===== config.mk =====
export PLATFORM = sky130hd
export DESIGN_NAME = eeprom_ctrl_top
export DESIGN_NICKNAME = d
export VERILOG_FILES = /design/src/design/eeprom_pkg.sv /design/src/design/i2c_pkg.sv /design/src/design/eeprom_ctrl_top.sv /design/src/design/eeprom_seq.sv /design/src/design/i2c_bit_engine.sv /design/src/design/i2c_byte_shifter.sv
export SDC_FILE = /design/constraint.sdc
export NUM_CORES = 1
export LEC_CHECK = 0
export ABC_AREA = 1
export BUFFER_PORTS_ARGS = -buffer_cell sky130_fd_sc_hd__buf_2
export CAP_MARGIN = 20
export CORE_MARGIN = 2
export CORE_UTILIZATION = 60
export CTS_CLUSTER_SIZE = 30
export DETAILED_ROUTE_END_ITERATION = 7
export PLACE_DENSITY_LB_ADDON = 0.08
export SYNTH_ARGS = -nofsm -noshare
export SYNTH_HDL_FRONTEND = slang
export SYNTH_HIERARCHICAL = 1
export SYNTH_SLANG_ARGS = --single-unit

===== constraint.sdc =====
create_clock -name CLK -period 2.96 [get_ports CLK]
set_input_delay 0.888 -clock CLK [delete_from_list [all_inputs] [get_ports CLK]]
set_output_delay 0.888 -clock CLK [all_outputs]
set_load 0.01 [all_outputs]

===== src/design/eeprom_pkg.sv =====
`default_nettype none

package eeprom_pkg;

    typedef logic [10:0] eeprom_addr_t;   // 2 KB part

    localparam logic [3:0] DEVICE_CODE = 4'b1010;

    typedef enum logic [3:0] {
        S_IDLE,
        S_START,
        S_CTRL_WR,
        S_ADDR,
        S_DATA_WR,
        S_RESTART,
        S_CTRL_RD,
        S_DATA_RD,
        S_STOP,
        S_FINISH
    } seq_state_e;

endpackage

`default_nettype wire


===== src/design/i2c_pkg.sv =====
`default_nettype none

package i2c_pkg;

    typedef logic [7:0] byte_t;

    typedef enum logic [1:0] {
        OP_START,       // also the repeated start
        OP_STOP,
        OP_WRITE_BIT,
        OP_READ_BIT
    } bus_op_e;

    typedef struct packed {
        logic    valid;
        bus_op_e kind;
        logic    bit_val;
    } bus_op_t;

    typedef enum logic [1:0] {
        CMD_START,
        CMD_STOP,
        CMD_SEND,       // 8 bits out, slave ack in
        CMD_RECV        // 8 bits in, master ack out
    } byte_cmd_e;

    typedef struct packed {
        logic      valid;
        byte_cmd_e kind;
        byte_t     data;
        logic      master_nack;
    } byte_cmd_t;

    typedef struct packed {
        logic  done;
        byte_t data;
        logic  ack_bit;    // 1 = slave did not ack
    } byte_rsp_t;

endpackage

`default_nettype wire


===== src/design/eeprom_ctrl_top.sv =====
`timescale 1ns/1ps
`default_nettype none

module eeprom_ctrl_top #(
    parameter int HALF_PERIOD = 4   // CLK cycles per SCL half period
) (
    input  logic                     CLK,
    input  logic                     RESET,
    input  logic                     wr,
    input  logic                     rd,
    input  eeprom_pkg::eeprom_addr_t addr,
    input  i2c_pkg::byte_t           wdata,
    input  logic                     sda_in,
    output i2c_pkg::byte_t           rdata,
    output logic                     busy,
    output logic                     done,
    output logic                     nack,
    output logic                     scl,
    output logic                     sda_drive_low
);
    import i2c_pkg::*;

    byte_cmd_t cmd;
    byte_rsp_t rsp;
    bus_op_t   op;
    logic      op_done;
    logic      rx_bit;

    eeprom_seq u_seq (
        .CLK   (CLK),
        .RESET (RESET),
        .wr    (wr),
        .rd    (rd),
        .addr  (addr),
        .wdata (wdata),
        .rsp   (rsp),
        .cmd   (cmd),
        .busy  (busy),
        .done  (done),
        .nack  (nack),
        .rdata (rdata)
    );

    i2c_byte_shifter u_shifter (
        .CLK     (CLK),
        .RESET   (RESET),
        .cmd     (cmd),
        .op_done (op_done),
        .rx_bit  (rx_bit),
        .op      (op),
        .rsp     (rsp)
    );

    i2c_bit_engine #(
        .HALF_PERIOD (HALF_PERIOD)
    ) u_bit_engine (
        .CLK           (CLK),
        .RESET         (RESET),
        .op            (op),
        .sda_in        (sda_in),
        .op_done       (op_done),
        .rx_bit        (rx_bit),
        .scl           (scl),
        .sda_drive_low (sda_drive_low)
    );

endmodule

`default_nettype wire


===== src/design/eeprom_seq.sv =====
`timescale 1ns/1ps
`default_nettype none

module eeprom_seq (
    input  logic                     CLK,
    input  logic                     RESET,
    input  logic                     wr,
    input  logic                     rd,
    input  eeprom_pkg::eeprom_addr_t addr,
    input  i2c_pkg::byte_t           wdata,
    input  i2c_pkg::byte_rsp_t       rsp,
    output i2c_pkg::byte_cmd_t       cmd,
    output logic                     busy,
    output logic                     done,
    output logic                     nack,
    output i2c_pkg::byte_t           rdata
);
    import i2c_pkg::*;
    import eeprom_pkg::*;

    seq_state_e   state;
    seq_state_e   state_after;
    eeprom_addr_t addr_q;
    byte_t        wdata_q;
    logic         is_read;
    logic         pending;    // command out and waiting for its done
    byte_cmd_t    cmd_next;
    logic         accept;

    assign busy   = (state != S_IDLE);
    assign done   = (state == S_FINISH);
    assign accept = (state == S_IDLE) && (wr || rd);

    // the one byte command that belongs to each state
    always_comb
    begin
        cmd_next       = '0;
        cmd_next.valid = 1'b1;
        case (state)
            S_START, S_RESTART:
                cmd_next.kind = CMD_START;
            S_CTRL_WR:
            begin
                cmd_next.kind = CMD_SEND;
                cmd_next.data = {DEVICE_CODE, addr_q[10:8], 1'b0};
            end
            S_ADDR:
            begin
                cmd_next.kind = CMD_SEND;
                cmd_next.data = addr_q[7:0];
            end
            S_DATA_WR:
            begin
                cmd_next.kind = CMD_SEND;
                cmd_next.data = wdata_q;
            end
            S_CTRL_RD:
            begin
                cmd_next.kind = CMD_SEND;
                cmd_next.data = {DEVICE_CODE, addr_q[10:8], 1'b1};
            end
            S_DATA_RD:
            begin
                cmd_next.kind        = CMD_RECV;
                cmd_next.master_nack = 1'b1;   // single byte read ends with nack
            end
            S_STOP:
                cmd_next.kind = CMD_STOP;
            default:
                cmd_next.valid = 1'b0;
        endcase
    end

    always_comb
    begin
        case (state)
            S_START:   state_after = S_CTRL_WR;
            S_CTRL_WR: state_after = S_ADDR;
            S_ADDR:    state_after = is_read ? S_RESTART : S_DATA_WR;
            S_RESTART: state_after = S_CTRL_RD;
            S_CTRL_RD: state_after = S_DATA_RD;
            S_STOP:    state_after = S_FINISH;
            default:   state_after = S_STOP;   // data write and data read
        endcase
    end

    always_ff @(posedge CLK)
    begin
        if (RESET)
        begin
            state     <= S_IDLE;
            pending   <= 1'b0;
            nack      <= 1'b0;
            cmd.valid <= 1'b0;
        end
        else
        begin
            cmd.valid <= 1'b0;
            case (state)
                S_IDLE:
                    if (accept)
                    begin
                        nack  <= 1'b0;
                        state <= S_START;
                    end
                S_FINISH:
                    state <= S_IDLE;
                default:
                    if (!pending)
                    begin
                        cmd     <= cmd_next;
                        pending <= 1'b1;
                    end
                    else if (rsp.done)
                    begin
                        pending <= 1'b0;
                        if (cmd_next.kind == CMD_SEND && rsp.ack_bit)
                        begin
                            nack  <= 1'b1;   // abort
                            state <= S_STOP;
                        end
                        else
                            state <= state_after;
                    end
            endcase
        end
    end

    always_ff @(posedge CLK)
    begin
        if (accept)
        begin
            addr_q  <= addr;
            wdata_q <= wdata;
            is_read <= !wr;    // write wins
        end
        if (state == S_DATA_RD && pending && rsp.done)
            rdata <= rsp.data;
    end

    // shifter answers only the command in flight, and only once
    a_rsp_in_flight: assert property (@(posedge CLK) disable iff (RESET)
        rsp.done |-> pending);

endmodule

`default_nettype wire


===== src/design/i2c_bit_engine.sv =====
`timescale 1ns/1ps
`default_nettype none

module i2c_bit_engine #(
    parameter int HALF_PERIOD = 4
) (
    input  logic             CLK,
    input  logic             RESET,
    input  i2c_pkg::bus_op_t op,
    input  logic             sda_in,
    output logic             op_done,
    output logic             rx_bit,
    output logic             scl,
    output logic             sda_drive_low
);
    import i2c_pkg::*;

    localparam int CNT_W = $clog2(HALF_PERIOD);
    localparam logic [CNT_W-1:0] LAST = CNT_W'(HALF_PERIOD - 1);
    localparam logic [CNT_W-1:0] MID  = CNT_W'(HALF_PERIOD / 2 - 1);
    localparam logic [CNT_W-1:0] END1 = CNT_W'(HALF_PERIOD - 2);  // request cycle counts too

    logic             active;
    logic             phase;     // 0 = first half, 1 = second half
    logic [CNT_W-1:0] half_cnt;
    bus_op_e          cur_kind;
    logic             cur_bit;
    logic             is_bit;

    assign is_bit = (cur_kind == OP_WRITE_BIT) || (cur_kind == OP_READ_BIT);

    always_ff @(posedge CLK)
    begin
        if (RESET)
        begin
            active        <= 1'b0;
            phase         <= 1'b0;
            half_cnt      <= '0;
            op_done       <= 1'b0;
            scl           <= 1'b1;
            sda_drive_low <= 1'b0;
        end
        else
        begin
            op_done <= 1'b0;
            if (!active)
            begin
                if (op.valid)
                begin
                    active   <= 1'b1;
                    phase    <= 1'b0;
                    half_cnt <= '0;
                    scl      <= 1'b0;   // every op begins with SCL low
                    if (op.kind == OP_START)
                        sda_drive_low <= 1'b0;
                end
            end
            else if (!phase)
            begin
                // SDA moves one cycle after SCL has fallen
                if (half_cnt == '0)
                begin
                    if (cur_kind == OP_STOP)
                        sda_drive_low <= 1'b1;
                    else if (is_bit)
                        sda_drive_low <= (cur_kind == OP_WRITE_BIT) && !cur_bit;
                end
                if (half_cnt == MID && cur_kind == OP_START)
                    scl <= 1'b1;
                if (half_cnt == LAST)
                begin
                    phase    <= 1'b1;
                    half_cnt <= '0;
                    if (cur_kind == OP_START)
                        sda_drive_low <= 1'b1;   // start edge
                    else
                        scl <= 1'b1;
                end
                else
                    half_cnt <= half_cnt + 1'b1;
            end
            else
            begin
                if (half_cnt == MID && cur_kind == OP_STOP)
                    sda_drive_low <= 1'b0;       // stop edge
                if (half_cnt == END1)
                begin
                    active  <= 1'b0;
                    op_done <= 1'b1;
                    if (cur_kind == OP_START)
                        scl <= 1'b0;
                end
                else
                    half_cnt <= half_cnt + 1'b1;
            end
        end
    end

    always_ff @(posedge CLK)
    begin
        if (!active && op.valid)
        begin
            cur_kind <= op.kind;
            cur_bit  <= op.bit_val;
        end
        if (active && phase && half_cnt == MID && cur_kind == OP_READ_BIT)
            rx_bit <= sda_in;   // middle of SCL high
    end

    // shifter must wait for op_done before the next op
    a_no_overlap: assert property (@(posedge CLK) disable iff (RESET)
        op.valid |-> !active);

    a_sda_stable: assert property (@(posedge CLK) disable iff (RESET)
        (active && is_bit && scl) |-> $stable(sda_drive_low));

endmodule

`default_nettype wire


===== src/design/i2c_byte_shifter.sv =====
`timescale 1ns/1ps
`default_nettype none

module i2c_byte_shifter (
    input  logic               CLK,
    input  logic               RESET,
    input  i2c_pkg::byte_cmd_t cmd,
    input  logic               op_done,
    input  logic               rx_bit,
    output i2c_pkg::bus_op_t   op,
    output i2c_pkg::byte_rsp_t rsp
);
    import i2c_pkg::*;

    logic       active;
    byte_cmd_e  cur_kind;
    logic       master_nack;
    byte_t      shreg;
    logic [3:0] bit_cnt;    // 8 down to 0, 0 is the ack slot
    logic       done_q;
    logic       ack_q;
    logic       last_op;

    assign rsp.done    = done_q;
    assign rsp.data    = shreg;    // the read byte once CMD_RECV is done
    assign rsp.ack_bit = ack_q;

    assign last_op = (cur_kind == CMD_START) || (cur_kind == CMD_STOP) || (bit_cnt == 4'd0);

    always_ff @(posedge CLK)
    begin
        if (RESET)
        begin
            active   <= 1'b0;
            done_q   <= 1'b0;
            op.valid <= 1'b0;
        end
        else
        begin
            done_q   <= 1'b0;
            op.valid <= 1'b0;
            if (cmd.valid)
            begin
                active     <= 1'b1;
                op.valid   <= 1'b1;
                op.bit_val <= cmd.data[7];   // MSB first
                case (cmd.kind)
                    CMD_START: op.kind <= OP_START;
                    CMD_STOP:  op.kind <= OP_STOP;
                    CMD_SEND:  op.kind <= OP_WRITE_BIT;
                    default:   op.kind <= OP_READ_BIT;
                endcase
            end
            else if (active && op_done)
            begin
                if (last_op)
                begin
                    active <= 1'b0;
                    done_q <= 1'b1;
                end
                else
                begin
                    op.valid <= 1'b1;
                    if (bit_cnt == 4'd1)
                    begin
                        // ninth bit goes the other way
                        op.kind    <= (cur_kind == CMD_SEND) ? OP_READ_BIT : OP_WRITE_BIT;
                        op.bit_val <= master_nack;
                    end
                    else
                    begin
                        op.kind    <= (cur_kind == CMD_SEND) ? OP_WRITE_BIT : OP_READ_BIT;
                        op.bit_val <= shreg[6];
                    end
                end
            end
        end
    end

    always_ff @(posedge CLK)
    begin
        if (cmd.valid)
        begin
            cur_kind    <= cmd.kind;
            shreg       <= cmd.data;
            master_nack <= cmd.master_nack;
            bit_cnt     <= 4'd8;
        end
        else if (active && op_done && bit_cnt != 4'd0)
        begin
            shreg   <= {shreg[6:0], rx_bit};   // out at the top, in at the bottom
            bit_cnt <= bit_cnt - 4'd1;
        end
        if (active && op_done && cur_kind == CMD_SEND && bit_cnt == 4'd0)
            ack_q <= rx_bit;
    end

    // sequencer issues the next command only after rsp.done
    a_one_cmd: assert property (@(posedge CLK) disable iff (RESET)
        cmd.valid |-> !active);

endmodule

`default_nettype wire


==> results.md, run 1 <==
- Status: complete, no violations
- Clk sink count: 79
- Instance area after placement: 3630 um^2
- Max Fanout on Critical Path: 8
- Die Area: 6230 um^2
- Count of nets left with antenna violations after detail routing: 0
- Area of all placed cells without fillers: 3830 um^2
- Number of placement rows: 27
- Share of cells above drive strength 1: 0.268
- Global placement routability congestion: 0.873
- Yosys warning total: 6
- Most instantiated library cell after synthesis: sky130_fd_sc_hd__nand2_1
- Count of TritonRoute iterations in the first routing pass: 4
- Biggest area consumer among synthesized cells: sky130_fd_sc_hd__edfxtp_1
- Via count of the first global-routing pass: 2050
- Count of fill cells added during filler insertion: 434
- Vias per inst: 5.19
- Worst Path Class, Setup: register to output pin
- IO buf count: 36
- Static Leakage: 0.00163 uW
- Class of the most critical hold timing path: register to register
- Worst slack on hold paths: 0.426 ns
- Skew final: 0.00521 ns
- Post-cts resize count: 0
- Post-CTS Setup Bufs: 0
- Post-CTS clock slew at the launch and capture registers of the worst setup and hold paths: 0.08 ns
- Area added between synthesis and finish: 13.7%
- Power per unit of standard cell area: 652 nW/um^2
- Total Negative Setup Slacks: 0 ns
- CP endpoint kind: output pin
- H-tree levels: 3
- FF+latch count, synth: 79
- HPWL reported at the end of detailed placement: 3920 um
- Synthesized instance count: 315
- Design Power: 2500 uW
- Startpoint type of the worst setup path: register
- Maximum number of pins on one net before global-route repair: 21
- Maximum clock frequency: 436 MHz
- Data required time of the critical path: 2.07 ns
- Seq/Total Area, Yosys: 0.642
- Layout Nets: 390
- Final Slew Violations: 0
- Overall routing resource usage: 0.194
- Max-Slew Margin vs Limit: 0.523
- Core Area: 5470 um^2
- Post-detailed-route wirelength per cell: 12.6 um
- Effective utilization at floorplan: 0.616
- First-pass GRT wire length: 9050 um
- Slew @ Worst Pin: 0.713 ns
- Cts hold-fix bufs: 0
- Die outline width: 78.9 um
- Number of max-cap violations: 0
- CTS tree: built
- Mapped Nets: 345
- Crit share post-route: 0.775
- Worst ir drop on vdd: 549 uV
- Most instantiated flip-flop cell in the synthesis netlist: sky130_fd_sc_hd__edfxtp_1
- Number of enable-type register cells in the synthesized netlist: 58
- Area fraction of the dominant cell type after synthesis: 0.517
- Count of routing violations after the opening detailed-route iteration: 187
- Post-synthesis cell type count: 32
- Total via count in the routed design: 2268
- Number of hold violations in the final report: 0
- Most common library cells after synthesis: 87 x sky130_fd_sc_hd__nand2_1, 58 x sky130_fd_sc_hd__edfxtp_1, 24 x sky130_fd_sc_hd__inv_1
- Maximum number of buffers from clock root to sink: 2
- Post-synth design cell area: 3370 um^2
- Post-route minimum period: 2.29 ns
- Total congestion overflow after global routing: 0
- I/O pin total: 37
- CP Data Arrival Time: 1.41 ns
- Total DRC errors in the routed layout: 0
- # diodes: 0
- Share of synthesized registers carrying an async set or reset: 0
- Number of buffers created by CTS: 9
- Unrepaired setup endpoints after global routing: false
- Worst skew pair latency: 0.33 ns
- Y dimension of the die: 78.9 um
- Mapped Avg Cell Area: 10.7 um^2
- Final wirelength: 5510 um
- Number of antenna violations at the first check in global routing: 0
- Cell chosen for the clock root: sky130_fd_sc_hd__clkbuf_8
- Final setup fails: 0
- Synth area leaders: sky130_fd_sc_hd__edfxtp_1 52%, sky130_fd_sc_hd__dfxtp_1 12%, sky130_fd_sc_hd__nand2_1 9.7%
final timing paths:
check	start	end	slack, ns	depth (start not counted)
hold / removal	u_shifter/shreg[7]	u_seq/rdata[7]	0.43	0
hold reg to reg	u_shifter/shreg[7]	u_seq/rdata[7]	0.43	0
setup reg to reg	u_seq/state[2]	u_seq/rdata[7]	1.16	4
setup / recovery	u_seq/state[3]	done	0.67	5
metrics by stage:
| stage | instances | worst slack (ns) | utilization |
|---|---|---|---|
| floorplan | 315 | 0.904 | - |
| global placement | 421 | 0.844 | 0.663 |
| detailed placement | 421 | 0.823 | 0.663 |
| CTS | 437 | 0.674 | 0.700 |
| global route | 437 | 0.565 | 0.700 |
| finish | 437 | 0.666 | 0.700 |
placed cells by master (no fill, tap or decap), types with 9 or more instances in the layout:
cell and count:
sky130_fd_sc_hd__a21oi_1 10, sky130_fd_sc_hd__buf_2 36, sky130_fd_sc_hd__clkbuf_8 9, sky130_fd_sc_hd__dfxtp_1 21, sky130_fd_sc_hd__edfxtp_1 58, sky130_fd_sc_hd__inv_1 24, sky130_fd_sc_hd__nand2_1 87, sky130_fd_sc_hd__nand2_2 11
sky130_fd_sc_hd__nand3_1 16, sky130_fd_sc_hd__nor2_1 18
flip-flops by register name (all words and copies together), names as in the netlist, 4 cells and up:
register           cells
u_seq/rdata            8
u_seq/addr_q          11
u_seq/cmd             12
u_seq/wdata_q          8
u_seq/state            4
u_shifter/op           4
u_shifter/bit_cnt      4
u_shifter/shreg        8
final cells by class:
class                           count  area [um^2]  area share
Clock buffer                        9          124      0.0323
Clock inverter                      7         78.8      0.0206
Inverter                           33          129      0.0336
Multi-Input combinational cell    199         1050       0.275
Sequential cell                    79         2160       0.564
Tap cell                           72         90.1      0.0235
Timing Repair Buffer               38          195      0.0509
critical path, stage by stage (launching register included):
cell and delay [ns]:
sky130_fd_sc_hd__dfxtp_1 0.50, sky130_fd_sc_hd__inv_2 0.08, sky130_fd_sc_hd__nor2_2 0.13, sky130_fd_sc_hd__nand2_2 0.14
sky130_fd_sc_hd__inv_1 0.09, sky130_fd_sc_hd__buf_2 0.13
cells by family after synthesis:
kind of cell,after synthesis,share of synthesized area
xor+xnor,1,0.00260
fa+ha+maj,6,0.0223
simple gates,158,0.224
flops,79,0.642
buf+inv,37,0.0457
compound gates,34,0.0642
metal layers:
metal  global-route usage  share of wire  wire [um]  up-vias
li1                     -              -          -     1148
met1                0.245           0.45       2470     1045
met2                0.316           0.49       2720       69
met3               0.0580          0.045        247        6
met4               0.0793          0.012         68        0
met5                    0              0          0        -
where the power goes:
| part | switching [uW] | internal, uW | total (uW) |
|---|---|---|---|
| registers | 50.2 | 1330 | 1380 |
| clock network | 396 | 402 | 798 |
| logic | 217 | 101 | 318 |
| total | 663 | 1830 | 2500 |
Note: power is estimated with default switching activity, not from simulation.
==> run 2: changes to the inputs <==
ABC_AREA = 0   (was 1)
CORE_UTILIZATION = 52   (was 60)
clock period = 2 ns   (was 2.96 ns; I/O delays follow)
==> run 2 against run 1 <==
Highest routed layer unchanged. Worst hold slack worse by 0.0019 ns. Critical path type unchanged. Via count shrank 10%. Critical endpoint is now busy. Utilization decreased by 8.6 points. Synthesized cell count down 19%.
==> results.md, run 2 <==
- Number of flip-flops under the largest register name: 12
- HPWL reported at the end of detailed placement: 3750 um
- Total Negative Setup Slacks: 0 ns
- Clock Power Share: 0.394
- Synthesized instance count: 255
- Cell chosen for the clock root: sky130_fd_sc_hd__clkbuf_8
- Unrepaired setup endpoints after global routing: false
- Mapped Avg Cell Area: 13.2 um^2
- Final WS setup: 0.109 ns
- Mapped Nets: 285
- Max Fanout on Critical Path: 18
- Util after Layout: 0.615
- Final Slew Violations: 0
- Status: complete, no violations
- Power per unit of standard cell area: 865 nW/um^2
- Post-route minimum period: 1.89 ns
- Share of synthesized registers carrying an async set or reset: 0
- Post-CTS clock slew at the launch and capture registers of the worst setup and hold paths: 0.08 ns
- Worst slack at placement: 0.196 ns
- IO buf count: 36
- Via count of the first global-routing pass: 1990
- Layout Nets: 329
- Number of enable-type register cells in the synthesized netlist: 58
- H-tree levels: 3
- Area share of and/or/nand/nor cells after synthesis: 0.143
- Final setup fails: 0
- Most instantiated library cell after synthesis: sky130_fd_sc_hd__edfxtp_1
- Cell internal pwr: 2630 uW
- CTS tree: built
- Final wirelength: 5370 um
- CP endpoint kind: output pin
- Count of buffer and inverter cells on the critical path: 2
- Synth area leaders: sky130_fd_sc_hd__edfxtp_1 52%, sky130_fd_sc_hd__dfxtp_1 13%, sky130_fd_sc_hd__mux2_2 2.3%
- Post-CTS Setup Bufs: 0
- Slew @ Worst Pin: 0.750 ns
- Post-synth design cell area: 3360 um^2
- Family with the most delay on the worst path: flip-flops
- Area fraction of the dominant cell type after synthesis: 0.519
- Sequential group share of total power: 0.558
- Timing startpoint of the critical path: u_seq/state[3]
- Maximum number of pins on one net before global-route repair: 19
- Effective utilization at floorplan: 0.532
- I/O pin total: 37
- Die outline width: 84.4 um
- Core Area: 6310 um^2
- Global placement routability congestion: 0.817
- FF+latch count, synth: 79
- CP Cell Sequence: nor4_4, inv_1, buf_2
- Cts hold-fix bufs: 0
- Data required time of the critical path: 1.40 ns
- Dominant combinational cell family by area after synthesis: simple AND/OR/NAND/NOR gates
- Crit share post-route: 0.946
- Share of cells above drive strength 1: 0.280
- FF-to-FF Start: u_shifter/bit_cnt[0]
- Post-detailed-route wirelength per cell: 14.1 um
- CP Data Arrival Time: 1.29 ns
- Number of antenna violations at the first check in global routing: 0
- Fraction of the mapped netlist area in adder cells: 0.0224
- Total DRC errors in the routed layout: 0
- Max-Slew Margin vs Limit: 0.499
- Worst slack on hold paths: 0.424 ns
- First-pass GRT wire length: 9220 um
- Vias per inst: 5.36
- Worst ir drop on vdd: 660 uV
- Largest regs: u_seq/cmd: 12 flops, u_seq/addr_q: 11 flops
- Fraction of power spent switching nets: 0.216
- Biggest area consumer among synthesized cells: sky130_fd_sc_hd__edfxtp_1
- Fraction of the mapped netlist area in compound gates: 0.105
- Switching power of the nets: 727 uW
- Post-synthesis cell type count: 59
- Number of max-cap violations: 0
- Most common library cell in the layout ignoring fill and taps: sky130_fd_sc_hd__edfxtp_1
- Count of fill cells added during filler insertion: 522
- Launch point of the worst hold path: addr[9]
- Largest register by flop count: u_seq/cmd
- Worst skew pair latency: 0.34 ns
- Yosys warning total: 6
- Class of the most critical hold timing path: primary input to register
- Clk sink count: 79
- Total via count in the routed design: 2042
- Static Leakage: 0.00143 uW
- Count of routing violations after the opening detailed-route iteration: 135
- Die Area: 7120 um^2
- Combinational cell fraction of total power: 0.048
- Number of placement rows: 29
- Slowest cell on the critical path: sky130_fd_sc_hd__dfxtp_2
- Delay of the slowest critical-path stage: 0.44 ns
- Seq/Total Area, Yosys: 0.644
- Maximum clock frequency: 529 MHz
- Y dimension of the die: 84.4 um
- Count of TritonRoute iterations in the first routing pass: 4
- Mux contribution to synthesized area: 0.0339
- Total congestion overflow after global routing: 0
- Area added between synthesis and finish: 15.6%
- Commonest cells after routing, fill and taps aside: 58 x sky130_fd_sc_hd__edfxtp_1, 36 x sky130_fd_sc_hd__buf_2, 18 x sky130_fd_sc_hd__nand2_1, 18 x sky130_fd_sc_hd__dfxtp_1, 14 x sky130_fd_sc_hd__nor2_1
- Number of hold violations in the final report: 0
- Skew final: 0.00727 ns
- Count of nets left with antenna violations after detail routing: 0
- Most instantiated flip-flop cell in the synthesis netlist: sky130_fd_sc_hd__edfxtp_1
- # diodes: 0
- Maximum number of buffers from clock root to sink: 2
- Startpoint type of the worst setup path: register
- Xor-xnor portion of the synthesized cell area: 0.0130
- Overall routing resource usage: 0.167
- Most common library cells after synthesis: 58 x sky130_fd_sc_hd__edfxtp_1, 21 x sky130_fd_sc_hd__dfxtp_1, 18 x sky130_fd_sc_hd__nand2_1
- Number of buffers created by CTS: 9
- Worst Path Class, Setup: register to output pin
==> run 2: cell count changes in the layout (fill, tap and decap cells not counted), moves of 5 or more <==
cell                      before  now
sky130_fd_sc_hd__nand2_2      11    0
sky130_fd_sc_hd__nand3_1      16    6
sky130_fd_sc_hd__inv_2         6    1
sky130_fd_sc_hd__nand3_2       6    0
sky130_fd_sc_hd__buf_4         2    9
sky130_fd_sc_hd__nand2_1      87   18
sky130_fd_sc_hd__mux2_2        0    7
sky130_fd_sc_hd__inv_1        24   13
sky130_fd_sc_hd__a21oi_2       6    0
==> run 2: logic make-up after synthesis <==
group,Yosys count
simple gates,77
mux,10
flops,79
xor+xnor,5
fa+ha+maj,6
compound gates,51
buf+inv,27
==> run 2: cell type report <==
class / instances / area [um^2] / share of cell area
Sequential cell: 79 / 2170 / 0.558
Multi-Input combinational cell: 149 / 1070 / 0.277
Timing Repair Buffer: 46 / 268 / 0.0690
Clock buffer: 9 / 124 / 0.0319
Clock inverter: 7 / 101 / 0.0261
Tap cell: 77 / 96.3 / 0.0248
Inverter: 14 / 52.6 / 0.0135
==> run 2: through the flow <==
| stage | std cells | total power (uW) | cell area [um^2] |
|---|---|---|---|
| 2_1_floorplan | 255 | 2000 | 3360 |
| 3_3_place_gp | 365 | 2070 | 3650 |
| 3_5_place_dp | 365 | 2070 | 3650 |
| 4_1_cts | 381 | 3390 | 3880 |
| 5_1_grt | 381 | 3500 | 3880 |
| 6_report | 381 | 3360 | 3880 |
==> run 2: worst reg2reg max path: stages, from the launching register on <==
cell	delay (ns)
sky130_fd_sc_hd__dfxtp_1	0.39
sky130_fd_sc_hd__inv_1	0.06
sky130_fd_sc_hd__ha_1	0.22
sky130_fd_sc_hd__nor3b_2	0.17
sky130_fd_sc_hd__o21bai_1	0.62
==> run 2: path summary, 6_finish.rpt <==
check / endpoint / slack [ns] / cells past startpoint
max: busy / 0.11 / 3
min: u_seq/addr_q[9] / 0.42 / 1
max reg2reg: u_shifter/shreg[6] / 0.18 / 4
min reg2reg: u_seq/rdata[7] / 0.43 / 0
==> run 2: metal layers <==
layer | track usage | vias up | part of all wire
met4 | 0.0823 | 0 | 0.017
met1 | 0.224 | 946 | 0.47
met2 | 0.256 | 46 | 0.47
met3 | 0.0403 | 8 | 0.040
met5 | 0 | - | 0
li1 | - | 1042 | -
==> run 2: repair_timing <==
action                                  in CTS  in global routing
pin swaps                                    0                  0
endpoints found under the setup margin       2                  2
resized for setup                            2                  2
endpoints found under the hold margin        0                  0
==> run 2: power by group through the flow <==
stage               Combinational [uW]  Sequential [uW]  Clock, uW
floorplan                          112             1890          0
global placement                   159             1910          0
detailed placement                 162             1910          0
CTS                                162             1870       1360
global route                       178             1880       1430
finish                             160             1870       1320
